`config.mk`:
```
export PLATFORM = sky130hd
export DESIGN_NAME = mem_gateway
export DESIGN_NICKNAME = d
export VERILOG_FILES = /design/src/source/socket_pkg.sv /design/src/source/mem_gateway.sv
export VERILOG_INCLUDE_DIRS = /design/src /design/src/source
export SDC_FILE = /design/constraint.sdc
export NUM_CORES = 1
export LEC_CHECK = 0
export BUFFER_PORTS_ARGS = -buffer_cell sky130_fd_sc_hd__buf_2
export CAP_MARGIN = 0
export CORE_MARGIN = 4
export CORE_UTILIZATION = 41
export CTS_CLUSTER_SIZE = 25
export DETAILED_ROUTE_END_ITERATION = 12
export GPL_TIMING_DRIVEN = 0
export PLACE_DENSITY = 0.88
export SLEW_MARGIN = 20
export SYNTH_ARGS = -nofsm -noshare
export SYNTH_HDL_FRONTEND = slang
export SYNTH_SLANG_ARGS = --single-unit
```
`constraint.sdc`:
```
create_clock -name clk -period 2.7 [get_ports clk]
set_clock_uncertainty 0.2 [all_clocks]
set_input_delay 0 -clock clk [delete_from_list [all_inputs] [get_ports clk]]
set_output_delay 0 -clock clk [all_outputs]
set_load 0.01 [all_outputs]
```
`src/source/socket_config.svh`:
```
/*
 * Socket configuration
 * Core count, bus widths, request FIFO depth and the limit
 * on outstanding memory reads
 */

`ifndef SOCKET_CONFIG_SVH
`define SOCKET_CONFIG_SVH

// Number of load-summing cores in the socket
`define SOCKET_NUM_CORES   4

// Memory word address and data word widths
`define SOCKET_ADDR_W      16
`define SOCKET_WORD_W      32

// Tag holds a core index
`define SOCKET_TAG_W       2

// Shared request FIFO entries
`define SOCKET_BUF_DEPTH   4

// Reads allowed in flight at the memory port
`define SOCKET_MAX_PENDING 2

`endif

```
`src/source/socket_pkg.sv`:
```
/*
 * Socket package
 * Shared word, address and tag types, the core FSM states
 * and the configuration register map
 */

`include "socket_config.svh"

package socket_pkg;

    // Bus payload types
    typedef logic [`SOCKET_ADDR_W-1:0] addr_t;
    typedef logic [`SOCKET_WORD_W-1:0] word_t;
    typedef logic [`SOCKET_TAG_W-1:0]  tag_t;

    // Core sequencer states
    typedef enum logic [1:0] {
        CORE_IDLE  = 2'd0,
        CORE_ISSUE = 2'd1,
        CORE_DRAIN = 2'd2,
        CORE_DONE  = 2'd3
    } core_state_e;

    // Configuration register addresses
    typedef enum logic [1:0] {
        DCR_BASE  = 2'd0,
        DCR_COUNT = 2'd1
    } dcr_addr_e;

endpackage

```
`src/source/mem_gateway.sv`:
```
/*
 * Memory gateway
 * Drains the request FIFO under a pending-read limit and steers
 * each tagged response back to its core
 */

`timescale 1ns/1ps

`include "socket_config.svh"

module mem_gateway (
    input  logic                               clk,
    input  logic                               rst_n,
    input  logic                               not_empty,
    input  socket_pkg::addr_t                  head_addr,
    input  socket_pkg::tag_t                   head_tag,
    input  logic                               mem_rsp_valid,
    input  socket_pkg::tag_t                   mem_rsp_tag,
    input  socket_pkg::word_t                  mem_rsp_data,
    output logic                               pop,
    output logic                               mem_req_valid,
    output socket_pkg::addr_t                  mem_req_addr,
    output socket_pkg::tag_t                   mem_req_tag,
    output logic [`SOCKET_NUM_CORES-1:0]       rsp_valid,
    output socket_pkg::word_t                  rsp_data
);

    localparam int MAX_PEND = `SOCKET_MAX_PENDING;
    localparam int PEND_W   = $clog2(MAX_PEND + 1);

    logic [PEND_W-1:0]            pend_q;
    logic [`SOCKET_NUM_CORES-1:0] rsp_sel;

    // Counted at pop so the limit covers the request register too
    assign pop = not_empty && (pend_q < PEND_W'(MAX_PEND));

    always_ff @(posedge clk or negedge rst_n) begin
        if (!rst_n) begin
            pend_q        <= '0;
            mem_req_valid <= 1'b0;
            rsp_valid     <= '0;
        end else begin
            if (pop && !mem_rsp_valid) pend_q <= pend_q + 1'b1;
            else if (!pop && mem_rsp_valid) pend_q <= pend_q - 1'b1;
            mem_req_valid <= pop;
            rsp_valid     <= rsp_sel;
        end
    end

    // Tag to one-hot core select
    always_comb begin
        for (int i = 0; i < `SOCKET_NUM_CORES; i++) begin
            rsp_sel[i] = mem_rsp_valid && (mem_rsp_tag == socket_pkg::tag_t'(i));
        end
    end

    always_ff @(posedge clk) begin
        if (pop) begin
            mem_req_addr <= head_addr;
            mem_req_tag  <= head_tag;
        end
        if (mem_rsp_valid) rsp_data <= mem_rsp_data;
    end

endmodule

```
**Yosys cells after proc, flatten, opt, wreduce, memory -nomap -nowiden**

Index checks and enable logic that the tools add are counted.

- Register bits: 57
- Input bits: 56
- Output and inout port bits: 56
- Word-level logic and storage cells: 25

- Add/sub/neg operators: 2
- Magnitude comparators: 1
- Eq/ne operators: 3
- Muxes and demuxes: 2
- Reduce and logical (&&, ||, !) cells: 11

Operator list:

| operator | count |
|---|---|
| 1-bit logical AND | 7 |
| 2-bit == test, second input constant | 2 |
| 2-bit 2-to-1 mux | 2 |
| 2-bit by 1-bit adder with 2-bit output, second input constant | 1 |
| 2-bit by 1-bit == test with 1-bit output, second input constant | 1 |
| 1-bit logical NOT | 2 |
| 2-bit logical NOT | 1 |
| 2-bit < comparator, second input constant | 1 |
| 2-bit nonzero test | 1 |
| 2-bit by 1-bit subtractor with 2-bit output, second input constant | 1 |

**Depth between registers and ports, before layout**

- Depth in word-level cells: 6
- Depth in mapped cells: 5
- Depth with buffers taken out: 5

**Least setup slack after synthesis**

No wires, ideal clock.

- Path type: register to register
- Start point: reg pend_q[1]
- End point: reg pend_q[1]
- Setup time: 79 ps
- Data arrival time: 2108 ps
- Data required time: 2421 ps
- Slack: 313 ps
- Cell stages (with the launch flop): 5
- Path through: dfrtp_1 -> nor2b_1 -> ha_1 -> nor2_1 -> xor2_1

- Longest elaborated chain between the ends: 5

RTL lines:

| item | RTL line | text |
|---|---|---|
| from (decl) | mem_gateway.sv:31 | `logic [PEND_W-1:0] pend_q;` |
| from (signal assigned) | mem_gateway.sv:43 | `if (pop && !mem_rsp_valid) pend_q <= pend_q + 1'b1;` |
| from (signal assigned) | mem_gateway.sv:44 | `else if (!pop && mem_rsp_valid) pend_q <= pend_q - 1'b1;` |
| 2-bit < comparator * | mem_gateway.sv:35 | `assign pop = not_empty && (pend_q < PEND_W'(MAX_PEND));` |
| 1-bit logical AND * | mem_gateway.sv:35 |  |
| net pop | mem_gateway.sv:20 | `output logic pop,` |
| 1-bit logical NOT | mem_gateway.sv:44 |  |
| 1-bit logical AND | mem_gateway.sv:44 |  |
| 2-bit nonzero test (no line) | - |  |

Mark *: on every way through the listed nets, which the timed path passes. The rest lies on a longest branch. The select of a mux whose other input is x is not followed.
A chain may end at the register's enable or synchronous reset.

**Worst setup path after layout**

- Start point: reg pend_q[1]
- End point: reg pend_q[1]

- Longest elaborated chain between the ends: 5

RTL lines:

| item | RTL line |
|---|---|
| 2-bit < comparator | mem_gateway.sv:35 |
| 1-bit logical AND | mem_gateway.sv:35 |
| 1-bit logical NOT | mem_gateway.sv:44 |
| 1-bit logical AND | mem_gateway.sv:44 |
| 2-bit nonzero test (no line) | - |

Several ways; a longest one is shown, not always the timed one. The select of a mux whose other input is x is not followed.

==> results.toml <==
[outcome]
status = "complete, no violations"

[job]
maxCapViolCount = 0

[floorplan]
start_util_pct = 43.26
dieArea_um2 = 5393
core-area_um2 = 4058
io_pins = 112
die_y_um = 73.44
die_x_um = 73.44
num_rows = 23

[route]
drt_iter0_markers = 47
first_pass_iters = 4
via_count = 1339
ant_nets = 0
drc_errors = 0
wl_um = 4928
avgViaCountPerCell = 4.419
wl_per_cell_um = 16.26

[worst_setup_path]
critPathArrivalTime_ns = 1.67
cp_slowest_stage_delay_ns = 0.40
crit_top_cell = "xor2_1"
start_kind = "flip-flop"
crit_required_ns = 2.70
critical_path_peak_fanout = 6
endpoint_kind = "flip-flop"
cp_slowest_cell = "dfrtp_1"
path_class = "reg -> reg"
reg2reg_slack_ns = 1.03
crit_path_cell_trace = "nor2b_2, ha_1, xor2_1, nor2_1, xor2_1"

[sta]
post-route-period-util_pct = 61.68
final_hold_viol_count = 0
rsz0062_at_grt = "false"
max_freq_mhz = 600.5
fin_ws_ns = 1.035
setup_viol = 0
relSlewSlack_pct = 50.76
worstMarginPinSlew_ns = 0.7386
tns_ns = 0
layout_min_cycle_time_ns = 1.665
slew_viol_final = 0

[logic_synthesis]
yosys-top-cells-area = "edfxtp_1, dfrtp_1, xor2_1"
syn-num-nets = 126
syn-cell-area_um2 = 1755
ys_seq_elements = 57
synth_warnings = 0
synth.distinct_cells = 12
synth_top_area_share_pct = 85.53
yosys.area.top_type = "edfxtp_1"
synthCells = 69
seq_area_frac_synth_pct = 95.51
synth_area_per_cell_um2 = 25.44

[global_route]
grt_pass1_vias = 1495
gr-total-overflow = 0
grt_usage_pct = 19.19
grt_pass1_wl_um = 7265
antenna_found_initial = 0
grt_max_degree = 36

[cts]
cts.sinks = 57
clockBufferDepth = 2
clock-root-buffer = "clkbuf_8"
clk_latency_ns = 0.32
cts_inserted_buffers = 9
htreeDepth = 3
clk_pin_slew_ns = 0.06
cts_tree = "yes"
post_cts_buffers = 0

[layout]
diodes = 0
fin_cells = 303
syn2layout_area_growth_pct = 76.91
fillers = 243
final_nets = 305
final_core_util_pct = 76.53
drive_above_1_share_pct = 49.41

[hold_path]
hp-class = "in -> reg"

[placed_design]
io_buffers = 111
place_congestion = 0.7095
pre_cts_ws_ns = 0.9586
place_inst = 231

[power]
ir_drop_mv = 0.4995
power_per_cell_area_nw_per_um2 = 682.6
p_leak_nw = 1.385
placed cells by master (no fill, tap or decap):
cell / synthesis / final
clkbuf_8: 0 / 9
nand2_1: 1 / 1
clkinv_1: 0 / 2
clkinv_2: 0 / 3
edfxtp_1: 50 / 50
nor3b_1: 1 / 1
nor3_1: 1 / 1
dlygate4sd3_1: 0 / 56
clkbuf_1: 0 / 2
inv_1: 1 / 1
dfrtp_1: 7 / 7
nor2_1: 2 / 2
and3_1: 1 / 1
nor2b_2: 0 / 1
buf_2: 0 / 111
xnor2_1: 1 / 1
buf_8: 0 / 1
ha_1: 1 / 1
xor2_1: 2 / 2
where the power goes:
group	switching, mW	internal, mW	leakage [nW]
Combinational	0.181	0.176	0.731
Clock	0.313	0.322	0.0819
Sequential	0.0387	1.09	0.572
per-stage QoR:
step	power [mW]	hold WS, ns	area [um^2]
floorplan	1.255	-0.4956	1755
global placement	1.398	-0.3667	2374
detailed placement	1.428	-0.3615	2391
CTS	2.119	0.08736	3105
global route	2.216	0.1061	3105
finish	2.120	0.08721	3105
cell type report:
class                      count  area, um^2  share of cell area (%)
inverter                       1       3.754                  0.1209
clock inverter                 5       22.52                  0.7252
sequential                    57        1677                   53.99
timing repair buffer         168        1131                   36.42
clock buffer                  11       131.4                   4.230
multi-input combinational     11       77.57                   2.498
tap                           50       62.56                   2.015
state kept, by name (all words and copies together) (netlist names):
signal	count
mem_req_addr	16
mem_req_tag	2
mem_req_valid	1
pend_q	2
rsp_data	32
rsp_valid	4
layer usage:
layer  vias to the layer above  GRT usage [%]  part of all wire (%)
met1                       643          18.17                    33
met2                        59          35.75                    58
met3                        14          5.062                   6.9
met4                         0          12.47                   2.7
li1                        623              -                     -
met5                         -              0                     0
final timing paths:
check	start	endpoint	cells past startpoint
worst max-delay path	pend_q[1]	pend_q[1]	5
worst min-delay path	mem_rsp_valid	rsp_data[7]	1
worst max register to register	pend_q[1]	pend_q[1]	5
worst min register to register	pend_q[1]	pend_q[1]	1
max in group asynchronous	rst_n	rsp_valid[3]	3
min in group asynchronous	rst_n	rsp_valid[1]	3
synth_stat cells:
cell type,instances
edfxtp_1,50
nor3_1,1
nand2_1,1
xor2_1,2
and3_1,1
nor2b_1,1
ha_1,1
inv_1,1
xnor2_1,1
dfrtp_1,7
nor3b_1,1
nor2_1,2
cells by family after synthesis:
| family | Yosys count | share of synthesized area, % |
|---|---|---|
| buffers and inverters | 1 | 0.2136 |
| flip-flops | 57 | 95.51 |
| adder cells (fa/ha/maj) | 1 | 0.7126 |
| XOR/XNOR | 3 | 1.497 |
| AND/OR/NAND/NOR | 7 | 2.067 |
worst max-delay path: cells and delay by family, from the launching register on:
family / cells / cell delay [ns]
adder cells (fa/ha/maj): 1 / 0.23
flip-flops: 1 / 0.40
AND/OR/NAND/NOR: 2 / 0.38
XOR/XNOR: 2 / 0.33
what timing repair did:
action	CTS	global route
gates resized for setup	0	0
endpoints found under the hold margin	64	0
hold buffers	56	0
Note: power is estimated with default switching activity, not from simulation.
