**config.mk**
```make
export PLATFORM = sky130hd
export DESIGN_NAME = socket_core
export DESIGN_NICKNAME = d
export VERILOG_FILES = /design/src/source/socket_pkg.sv /design/src/source/socket_core.sv
export VERILOG_INCLUDE_DIRS = /design/src /design/src/source
export SDC_FILE = /design/constraint.sdc
export NUM_CORES = 1
export LEC_CHECK = 0
export BUFFER_PORTS_ARGS = -buffer_cell sky130_fd_sc_hd__buf_2
export CORE_MARGIN = 5
export CORE_UTILIZATION = 44
export DETAILED_ROUTE_END_ITERATION = 7
export GPL_TIMING_DRIVEN = 0
export PLACE_DENSITY = 0.65
export SKIP_LAST_GASP = 1
export SYNTH_ARGS = -nofsm -noshare
export SYNTH_HDL_FRONTEND = slang
export SYNTH_SLANG_ARGS = --single-unit
```
**constraint.sdc**
```tcl
create_clock -name clk -period 2.6 [get_ports clk]
set_input_delay 0.26 -clock clk [delete_from_list [all_inputs] [get_ports clk]]
set_output_delay 0.26 -clock clk [all_outputs]
set_load 0.03 [all_outputs]
```
**src/source/socket_config.svh**
```systemverilog
/*
 * Socket configuration
 * Core count, bus widths, request FIFO depth and the limit
 * on outstanding memory reads
 */

`ifndef SOCKET_CONFIG_SVH
`define SOCKET_CONFIG_SVH

// Number of load-summing cores in the socket
`define SOCKET_NUM_CORES   4

// Memory word address and data word widths
`define SOCKET_ADDR_W      16
`define SOCKET_WORD_W      32

// Tag holds a core index
`define SOCKET_TAG_W       2

// Shared request FIFO entries
`define SOCKET_BUF_DEPTH   4

// Reads allowed in flight at the memory port
`define SOCKET_MAX_PENDING 2

`endif

```
**src/source/socket_pkg.sv**
```systemverilog
/*
 * Socket package
 * Shared word, address and tag types, the core FSM states
 * and the configuration register map
 */

`include "socket_config.svh"

package socket_pkg;

    // Bus payload types
    typedef logic [`SOCKET_ADDR_W-1:0] addr_t;
    typedef logic [`SOCKET_WORD_W-1:0] word_t;
    typedef logic [`SOCKET_TAG_W-1:0]  tag_t;

    // Core sequencer states
    typedef enum logic [1:0] {
        CORE_IDLE  = 2'd0,
        CORE_ISSUE = 2'd1,
        CORE_DRAIN = 2'd2,
        CORE_DONE  = 2'd3
    } core_state_e;

    // Configuration register addresses
    typedef enum logic [1:0] {
        DCR_BASE  = 2'd0,
        DCR_COUNT = 2'd1
    } dcr_addr_e;

endpackage

```
**src/source/socket_core.sv**
```systemverilog
/*
 * Load-summing core
 * Decodes the shared configuration bus, issues reads over its
 * slice of the block and accumulates the returned words
 */

`timescale 1ns/1ps

`include "socket_config.svh"

module socket_core #(
    parameter int CORE_ID = 0
) (
    input  logic                  clk,
    input  logic                  rst_n,
    input  logic                  dcr_wr_valid,
    input  socket_pkg::dcr_addr_e dcr_wr_addr,
    input  socket_pkg::word_t     dcr_wr_data,
    input  logic                  start,
    input  logic                  grant,
    input  logic                  rsp_valid,
    input  socket_pkg::word_t     rsp_data,
    output logic                  req,
    output socket_pkg::addr_t     req_addr,
    output logic                  done,
    output socket_pkg::word_t     result_sum,
    output logic                  busy
);

    socket_pkg::core_state_e state_q, state_d;

    socket_pkg::addr_t base_q;
    socket_pkg::addr_t count_q;
    socket_pkg::addr_t issue_cnt_q;
    socket_pkg::addr_t rsp_cnt_q;
    socket_pkg::word_t acc_q;

    logic idle;
    logic start_ok;
    logic issue_last;
    logic rsp_last;

    assign idle       = (state_q == socket_pkg::CORE_IDLE);
    assign start_ok   = start && idle;
    assign issue_last = grant && ((issue_cnt_q + 1'b1) == count_q);
    assign rsp_last   = rsp_valid && ((rsp_cnt_q + 1'b1) == count_q);

    // Config registers only change between runs
    always_ff @(posedge clk or negedge rst_n) begin
        if (!rst_n) begin
            base_q  <= '0;
            count_q <= '0;
        end else if (dcr_wr_valid && idle) begin
            case (dcr_wr_addr)
                socket_pkg::DCR_BASE:  base_q  <= socket_pkg::addr_t'(dcr_wr_data);
                socket_pkg::DCR_COUNT: count_q <= socket_pkg::addr_t'(dcr_wr_data);
                default: ;
            endcase
        end
    end

    ////////////////////////////////////////////////////////////
    // Sequencer FSM
    ////////////////////////////////////////////////////////////

    always_comb begin
        state_d = state_q;
        case (state_q)
            socket_pkg::CORE_IDLE: begin
                if (start) state_d = socket_pkg::CORE_ISSUE;
            end
            socket_pkg::CORE_ISSUE: begin
                // Empty slice finishes right away
                if (count_q == '0) state_d = socket_pkg::CORE_DONE;
                else if (issue_last) state_d = socket_pkg::CORE_DRAIN;
            end
            socket_pkg::CORE_DRAIN: begin
                if (rsp_last) state_d = socket_pkg::CORE_DONE;
            end
            default: state_d = socket_pkg::CORE_IDLE;
        endcase
    end

    always_ff @(posedge clk or negedge rst_n) begin
        if (!rst_n) begin
            state_q     <= socket_pkg::CORE_IDLE;
            issue_cnt_q <= '0;
            rsp_cnt_q   <= '0;
            acc_q       <= '0;
        end else begin
            state_q <= state_d;
            if (start_ok) begin
                issue_cnt_q <= '0;
                rsp_cnt_q   <= '0;
                acc_q       <= '0;
            end else begin
                if (grant) issue_cnt_q <= issue_cnt_q + 1'b1;
                if (rsp_valid) begin
                    rsp_cnt_q <= rsp_cnt_q + 1'b1;
                    acc_q     <= acc_q + rsp_data;
                end
            end
        end
    end

    // Slice for core i starts at base + i * count
    assign req      = (state_q == socket_pkg::CORE_ISSUE) && (issue_cnt_q != count_q);
    assign req_addr = base_q + socket_pkg::addr_t'(CORE_ID) * count_q + issue_cnt_q;

    assign done       = (state_q == socket_pkg::CORE_DONE);
    assign busy       = !idle;
    assign result_sum = acc_q;

endmodule

```
Word level (Yosys, flattened, before mapping)

Index checks and enable logic that the tools add are counted.

Reduce and logical (&&, ||, !) cells: 14
Eq/ne operators: 10
Muxes and demuxes: 11
Multipliers: 0
Magnitude comparators: 0
Shift operators: 0
Bitwise logic cells: 0
Add/sub/neg operators: 4
Div/mod/pow operators: 0

Operators by type and width:

| cell                  | number |
|---|---|
| $mux 16               | 4 |
| $mux 32               | 2 |
| $add 16x1->16 const B | 2 |
| $add 32x32->32        | 1 |
| $eq 16x16->1          | 2 |
| $add 16x16->16        | 1 |
| $logic_not 16->1      | 1 |
| $ne 16x16->1          | 1 |
| $mux 2                | 4 |
| $pmux 2 s3            | 1 |
| $logic_and 1x1->1     | 5 |
| $eq 2x1->1 const B    | 2 |
| $eq 2x2->1 const B    | 2 |
| $logic_not 2->1       | 2 |
| $ne 2x2->1 const B    | 2 |
| $reduce_and 2->1      | 2 |
| $reduce_bool 2->1     | 2 |
| $ne 3x3->1 const B    | 1 |
| $reduce_and 3->1      | 1 |
| $logic_not 1->1       | 1 |

Memory bits (read-only): 0
Latch bits: 0
Output and inout port bits: 51
Bits of input ports: 72
Word-level logic and storage cells: 45
Register bits after elaboration: 98
Memories kept: 0
RAM bits: 0

Longest topological paths before layout

Gate-level depths: netlist of run 1.

Depth after elaboration: 6
Gate-level depth with buffers: 12
Depth with buffers taken out: 12

Least setup slack after synthesis of run 1

No wires, ideal clock.

Path kind: register to output
Start: register issue_cnt_q[0]
End: output req_addr[12]
Arrival time: 2.615 ns
Setup slack: -0.275 ns
Required time: 2.340 ns
Stages on the path, launching flop included: 12
Path buffers: 0
Cells stage by stage: dfrtp_1 ha_1 inv_1 fa_1 nor2b_1 o21ai_1 a21boi_0 o21ai_0 a21boi_1 o2111ai_1 a31oi_1 xor2_1

Word-level cells in the longest chain between the ends: 1

RTL lines:

| item                   | RTL line           | RTL |
|---|---|---|
| start, declared        | socket_core.sv:34  | `socket_pkg::addr_t issue_cnt_q;` |
| start signal, assigned | socket_core.sv:97  | `if (grant) issue_cnt_q <= issue_cnt_q + 1'b1;` |
| $add 16x16->16         | socket_core.sv:108 | `assign req_addr = base_q + socket_pkg::addr_t'(CORE_ID) * count_q + issue_cnt_q;` |
| end, declared          | socket_core.sv:24  | `output socket_pkg::addr_t req_addr,` |

Every way passes these cells.

Final worst setup path of run 1

Start: register base_q[0]
End: output req_addr[14]

Word-level cells in the longest chain between the ends: 1

RTL lines:

| item                   | RTL line           | RTL |
|---|---|---|
| start, declared        | socket_core.sv:32  | `socket_pkg::addr_t base_q;` |
| start signal, assigned | socket_core.sv:55  | `socket_pkg::DCR_BASE: base_q <= socket_pkg::addr_t'(dcr_wr_data);` |
| $add 16x16->16         | socket_core.sv:108 |  |

Every way passes these cells.

==> results of run 1 <==
==> per-layer routing <==
metal / routed length (um) / vias up / GRT usage
met1: 9720 / 3226 / 0.286
li1: - / 3243 / -
met2: 9660 / 161 / 0.321
met4: 500 / 0 / 0.0745
met5: 0 / - / 0
met3: 861 / 37 / 0.0305
==> cells in the final DEF (no fill, tap or decap), types with 5 or more instances in the layout <==
master and count:
buf_4 31, inv_1 27, xor2_1 42, nor4_1 9
clkbuf_1 15, nor3_1 15, clkbuf_16 9, nand3_1 23
a211oi_1 6, nand2_1 62, ha_1 34, buf_2 98
clkbuf_2 7, xnor2_1 60, a21o_1 15, a21oi_2 5
nand4_1 17, dfrtp_2 7, nor3_2 6, and3_4 8
mux2i_1 22, dfrtp_1 91, mux2_2 31, nand4b_1 5
o21ai_1 7, nor2_1 98, o21ai_0 28, ha_4 16
buf_6 9, a21oi_1 41, nor2_4 5
==> stage by stage <==
step | TNS [ps] | instances | hold WS, ps
floorplan | -379 | 829 | -35.6
global placement | -10240 | 1154 | 498
detailed placement | -10790 | 1155 | 341
CTS | -3400 | 1189 | 140
global route | -5100 | 1203 | 150
finish | -2990 | 1203 | 151
==> power by group <==
part           leakage [uW]  total, uW  switching [uW]  internal (uW)
clock network      0.000166       1550             618            928
logic               0.00289       7140            4070           3070
registers           0.00124       2750             642           2110
total               0.00430      11400            5340           6100
==> cell families after synthesis <==
group                    count (synthesis)  synth area share
adder cells (fa/ha/maj)                 54            0.0935
AND/OR/NAND/NOR                        295             0.196
AO/OA/AOI/OAI                          160             0.140
multiplexers                            54            0.0786
XOR/XNOR                               107             0.127
buffers and inverters                   61            0.0325
flip-flops                              98             0.332
==> sequential cells by signal, summed over array words and instances (netlist names) <==
register,cells
state_q,2
rsp_cnt_q,16
count_q,16
base_q,16
issue_cnt_q,16
result_sum,32
==> worst max-delay path, cell delays in order, from the launching register on <==
cell	delay, ps
dfrtp_1	400
ha_4	160
inv_2	40
fa_2	390
nor2b_2	130
o21ai_2	70
a21boi_2	160
o21ai_2	80
a21boi_2	220
o2111ai_2	210
a31oi_4	280
buf_12	140
nand4b_1	150
nand3_4	90
buf_6	130
==> cell type report <==
cell class,instances,area share
timing repair buffer,138,0.0909
clock inverter,3,0.00721
multi-input combinational,671,0.561
sequential,98,0.258
buffer,29,0.0135
tap,220,0.0289
antenna,1,0.000262
inverter,30,0.0118
clock buffer,13,0.0283
==> worst max path at each step <==
stage | end | slack [ps]
2_1_floorplan | req_addr[13] | -200
5_1_grt | req_addr[14] | -820
6_report | req_addr[14] | -640
4_1_cts | req_addr[14] | -710
3_3_place_gp | req_addr[14] | -580
3_5_place_dp | req_addr[14] | -610
==> what timing repair did <==
action,in CTS,in global routing
pin swaps,26,46
setup endpoints to repair,59,39
gates resized for setup,61,84
hold buffers,1,0
buffers inserted,19,13
gates cloned,0,1
hold endpoints to repair,45,0
==> results.yml, run 1 <==
routing:
  ant_nets: 0
  wl_um: 20700
  initialDrtViolationCount: 438
  dr_total_vias: 6667
  drc: 0
  viasPerCell: 5.54
  post_drt_wl_per_cell_um: 17.2
  drt_first_pass_iters: 5
power:
  powerDensity_nw_per_um2: 1200
  ir_drop_uv: 930
  power.total_uw: 11400
  p_leak_uw: 0.00430
global_route:
  grt_pass1_wl_um: 32800
  grt_max_degree: 54
  grt_pass1_vias: 6521
  track_usage: 0.204
  grt_antenna_before_repair: 1
  grt-ovfl-total: 0
sta:
  fmax_ghz: 0.308
  fin_skew_ps: 10.9
  hold_viol: 0
  drv_slew: 0
  finalCriticalPeriod_ps: 3240
  worst_slack_ps: -643
  rsz0062_at_grt: "yes"
  setup_viol: 13
  worst_pin_slew_ps: 872
  min_period_over_period: 1.25
  relSlewSlack: 0.419
yosys:
  synth_top_cell_area_share: 0.332
  synth_common_cells: "nor2_1, dfrtp_1, xnor2_1, nand2_1, ha_1"
  yosysTopAreaCell: "dfrtp_1"
  synth_enable_flop_cells: 0
  syn_nets: 955
  netlist_area_um2: 7390
  synth.avg_cell_area_um2: 8.91
  yosysSeqAreaShare: 0.332
  syn_inst: 829
  ys_ff_latch: 98
  synth_cell_type_count: 73
  ys.flop_type: "dfrtp_1"
  ys_async_sr_fraction: 1.00
  yosysWarningCount: 0
  synth_area_leaders: "dfrtp_1, ha_1, xnor2_1"
  synth_most_common_cell: "nor2_1"
clocking:
  cts.reportedPaths.clkPinSlew_ps: 70
  cts_root_buf: "clkbuf_16"
  cts_buffer_depth: 2
  cts.sink_count: 98
  clk_latency_ps: 360
  cts_tree: "built"
  h-tree-depth: 3
  cts_buffers: 9
setup_path:
  arrival_ps: 2980
  crit_type: "register to output pin"
  end_kind: "output pin"
  critical_path_required_ps: 2340
  crit_fanout: 3
  r2r-end: "result_sum[28]$_DFFE_PN0P_"
  r2r_cells: 12
  start_kind: "register"
  startpoint: "base_q[0]$_DFFE_PN0P_"
  reg2reg_from: "result_sum[0]$_DFFE_PN0P_"
  rrSetupSlack_ps: -50
placed_design:
  place_ws_ps: -609
  gp_congestion: 0.874
  dpl_cell_area_um2: 8280
  dp_hpwl_um: 14700
  io_buffers: 105
run:
  drv_cap: 0
cells_and_area:
  finalNetCount: 1103
  multiInputGateArea_um2: 5350
  regArea_um2: 2460
  syn_to_final_growth_pct: 29.2
  design_area_um2: 9540
  fin_util: 0.577
  n_fill_cell: 1478
  drive_above_1_share: 0.311
min_path:
  hold_depth: 3
  min_to: "base_q[1]$_DFFE_PN0P_"
  holdCritPathClass: "input port to register"
  hold_start: "dcr_wr_data[1]"
floorplan:
  ios: 123
  dieArea_um2: 19500
  placement_rows: 47
  chipWidth_um: 140
  start_util: 0.447
  fp.dieH_um: 140
  coreArea_um2: 16500
outcome:
  status: "finished, violations left"
  violations: "negative setup slack"
(Power assumes the default switching activity.)
==> run 2: changes to the inputs <==
--- a/config.mk
+++ b/config.mk
@@ -7,11 +7,13 @@
 export NUM_CORES = 1
 export LEC_CHECK = 0
 export BUFFER_PORTS_ARGS = -buffer_cell sky130_fd_sc_hd__buf_2
+export CELL_PAD_IN_SITES_DETAIL_PLACEMENT = 0
+export CELL_PAD_IN_SITES_GLOBAL_PLACEMENT = 2
 export CORE_MARGIN = 5
-export CORE_UTILIZATION = 44
+export CORE_UTILIZATION = 35
 export DETAILED_ROUTE_END_ITERATION = 7
 export GPL_TIMING_DRIVEN = 0
-export PLACE_DENSITY = 0.65
+export PLACE_DENSITY = 0.79
 export SKIP_LAST_GASP = 1
 export SYNTH_ARGS = -nofsm -noshare
 export SYNTH_HDL_FRONTEND = slang
==> constraint.sdc (replaced) <==
create_clock -name clk -period 3 [get_ports clk]
set_input_delay 0.3 -clock clk [delete_from_list [all_inputs] [get_ports clk]]
set_output_delay 0.3 -clock clk [all_outputs]
set_load 0.03 [all_outputs]
==> run 2 against run 1 <==
Combinational power is 23% lower. Critical endpoint unchanged. Core utilization decreased by 15 points. Highest routed layer unchanged. Clock-buffer cell count down 2. The flow still finishes with violations (negative setup slack). Cell count grew 2.8%. First-iteration DRC count decreased by 36%. Worst hold slack improved by 32 ps. Wire length is 1.3% higher. Flip-flop and latch count unchanged. Critical path depth fell by 1. Power decreased by 19%. Sequential share of layout area rose by 1.5 points.
==> results.yml, run 2 (synthesis gave the netlist of run 1 again) <==
routing:
  wl_um: 21000
  post_drt_wl_per_cell_um: 17.0
  dr_wl_met2_um: 9290
  top_layer: "met4"
  wl_met3_um: 702
  viasPerCell: 5.21
  drt_first_pass_iters: 5
  drc: 0
  wl_met1_um: 10800
  initialDrtViolationCount: 279
  ant_nets: 0
  dr_total_vias: 6443
power:
  p_leak_uw: 0.00413
  clkPwrFrac: 0.153
  internal_power_uw: 4920
  ir_drop_uv: 777
  pwr-share-seq: 0.253
  switching_share: 0.471
  netSwitchingPower_uw: 4370
  p_comb_frac: 0.594
  powerDensity_nw_per_um2: 1030
cells_and_area:
  finalNetCount: 1083
  final_cell_mix: "nor2_1, buf_2, dfrtp_1"
  fin_util: 0.431
  design_area_um2: 8990
  largest_reg_flops: 32
  diodes: 0
  drive_above_1_share: 0.226
  syn_to_final_growth_pct: 21.8
sta:
  setup_viol: 4
  drv_slew: 0
  worst_slack_ps: -194
  hold_viol: 0
  rsz0062_at_grt: "yes"
  fmax_ghz: 0.313
  finalCriticalPeriod_ps: 3190
  relSlewSlack: 0.449
  min_period_over_period: 1.06
  worst_pin_slew_ps: 826
  fin_skew_ps: 10.1
setup_path:
  cp_slowest_cell: "or4b_1"
  start_kind: "register"
  arrival_ps: 2890
  reg2reg_from: "result_sum[0]$_DFFE_PN0P_"
  cp_slowest_stage_delay_ps: 480
  crit_fanout: 3
  r2r_cells: 11
  end_kind: "output pin"
  r2r-end: "result_sum[28]$_DFFE_PN0P_"
  rrSetupSlack_ps: 150
  critical_path_required_ps: 2700
  crit_type: "register to output pin"
  path_cells: "ha_4 > inv_2 > fa_2 > nor2b_2 > o21ai_2 > a21boi_2 > o21ai_2 > a21boi_2 > o2111ai_4 > a31oi_4 > or4b_1 > nand3_1 > buf_6"
min_path:
  holdCritPathClass: "input port to register"
  hold_depth: 2
  min_to: "count_q[14]$_DFFE_PN0P_"
  hold_start: "dcr_wr_data[14]"
clocking:
  h-tree-depth: 3
  cts_buffers: 9
  cts_tree: "built"
  cts.sink_count: 98
  clk_latency_ps: 360
  cts_buffer_depth: 2
  cts_root_buf: "clkbuf_16"
  cts.reportedPaths.clkPinSlew_ps: 70
run:
  drv_cap: 0
global_route:
  track_usage: 0.178
  grt_pass1_vias: 6298
  grt_max_degree: 59
  grt_pass1_wl_um: 34500
  grt-ovfl-total: 0
  grt_antenna_before_repair: 0
placed_design:
  io_buffers: 105
  gp_congestion: 0.808
  dp_hpwl_um: 16000
  dpl_cell_area_um2: 8290
floorplan:
  ios: 123
  dieArea_um2: 24100
  fp.dieH_um: 155
  start_util: 0.354
  chipWidth_um: 155
  placement_rows: 53
  coreArea_um2: 20900
outcome:
  violations: "negative setup slack"
  status: "finished, violations left"
run 2: changes by cell type in the layout (fill, tap and decap cells not counted), moves of 6 or more:
| cell | delta |
|---|---|
| ha_4 | -13 |
| and3_4 | -7 |
| ha_1 | +14 |
| buf_6 | -6 |
| buf_4 | -16 |
| and3_1 | +6 |
run 2: per-layer routing:
metal / global-route usage / vias up
met5: 0 / -
met4: 0.0475 / 0
met3: 0.0200 / 14
met2: 0.268 / 95
met1: 0.272 / 3127
li1: - / 3207
run 2: cell type report:
type	instances	area, um2
fill	2175	11900
multi-input combinational	670	4930
sequential	98	2450
timing repair buffer	117	667
tap	275	344
clock buffer	11	253
buffer	31	129
inverter	30	113
clock inverter	5	108
run 2: worst max path at each step:
stage                             to  depth (start not counted)                        from  slack [ps]
3_3_place_gp   base_q[0]$_DFFE_PN0P_                          6      state_q[0]$_DFFE_PN0P_        -410
3_5_place_dp            req_addr[14]                         13  issue_cnt_q[0]$_DFFE_PN0P_        -360
4_1_cts                 req_addr[14]                         13  issue_cnt_q[0]$_DFFE_PN0P_        -370
6_report                req_addr[14]                         13  issue_cnt_q[0]$_DFFE_PN0P_        -190
5_1_grt                 req_addr[14]                         13  issue_cnt_q[0]$_DFFE_PN0P_        -330
2_1_floorplan           req_addr[12]                         11  issue_cnt_q[0]$_DFFE_PN0P_          90
run 2: per-stage QoR:
| step | hold WS (ps) | TNS (ps) | setup WS, ps | total power (uW) | instances |
|---|---|---|---|---|---|
| finish | 183 | -602 | -194 | 9290 | 1237 |
| global route | 183 | -1320 | -333 | 10100 | 1237 |
| CTS | 171 | -1190 | -371 | 9240 | 1232 |
| detailed placement | 352 | -1590 | -363 | 7610 | 1210 |
| global placement | 496 | -5080 | -413 | 7590 | 1209 |
| floorplan | 4.41 | 0 | 85.4 | 6230 | 829 |
run 2: what timing repair did:
| action | 4_1_cts | 5_1_grt |
|---|---|---|
| endpoints found under the setup margin | 14 | 34 |
| hold buffers | 1 | 0 |
| resized for setup | 33 | 27 |
| pin swaps | 16 | 15 |
| setup buffers | 5 | 5 |
| hold endpoints to repair | 40 | 0 |
run 2: power by group through the flow:
stage | Combinational, uW | Sequential (uW) | Clock, uW
after floorplan | 3610 | 2610 | 0
after global placement | 5230 | 2350 | 0
after detailed placement | 5250 | 2360 | 0
after CTS | 5440 | 2340 | 1460
after global routing | 6130 | 2420 | 1520
final | 5520 | 2350 | 1420
run 2: worst max-delay path: cells and delay by family, from the launching register on:
kind / cells / cell delay [ps]
AO/OA/AOI/OAI: 6 / 890
adder cells (fa/ha/maj): 2 / 410
buffers and inverters: 2 / 180
flip-flops: 1 / 430
AND/OR/NAND/NOR: 3 / 630
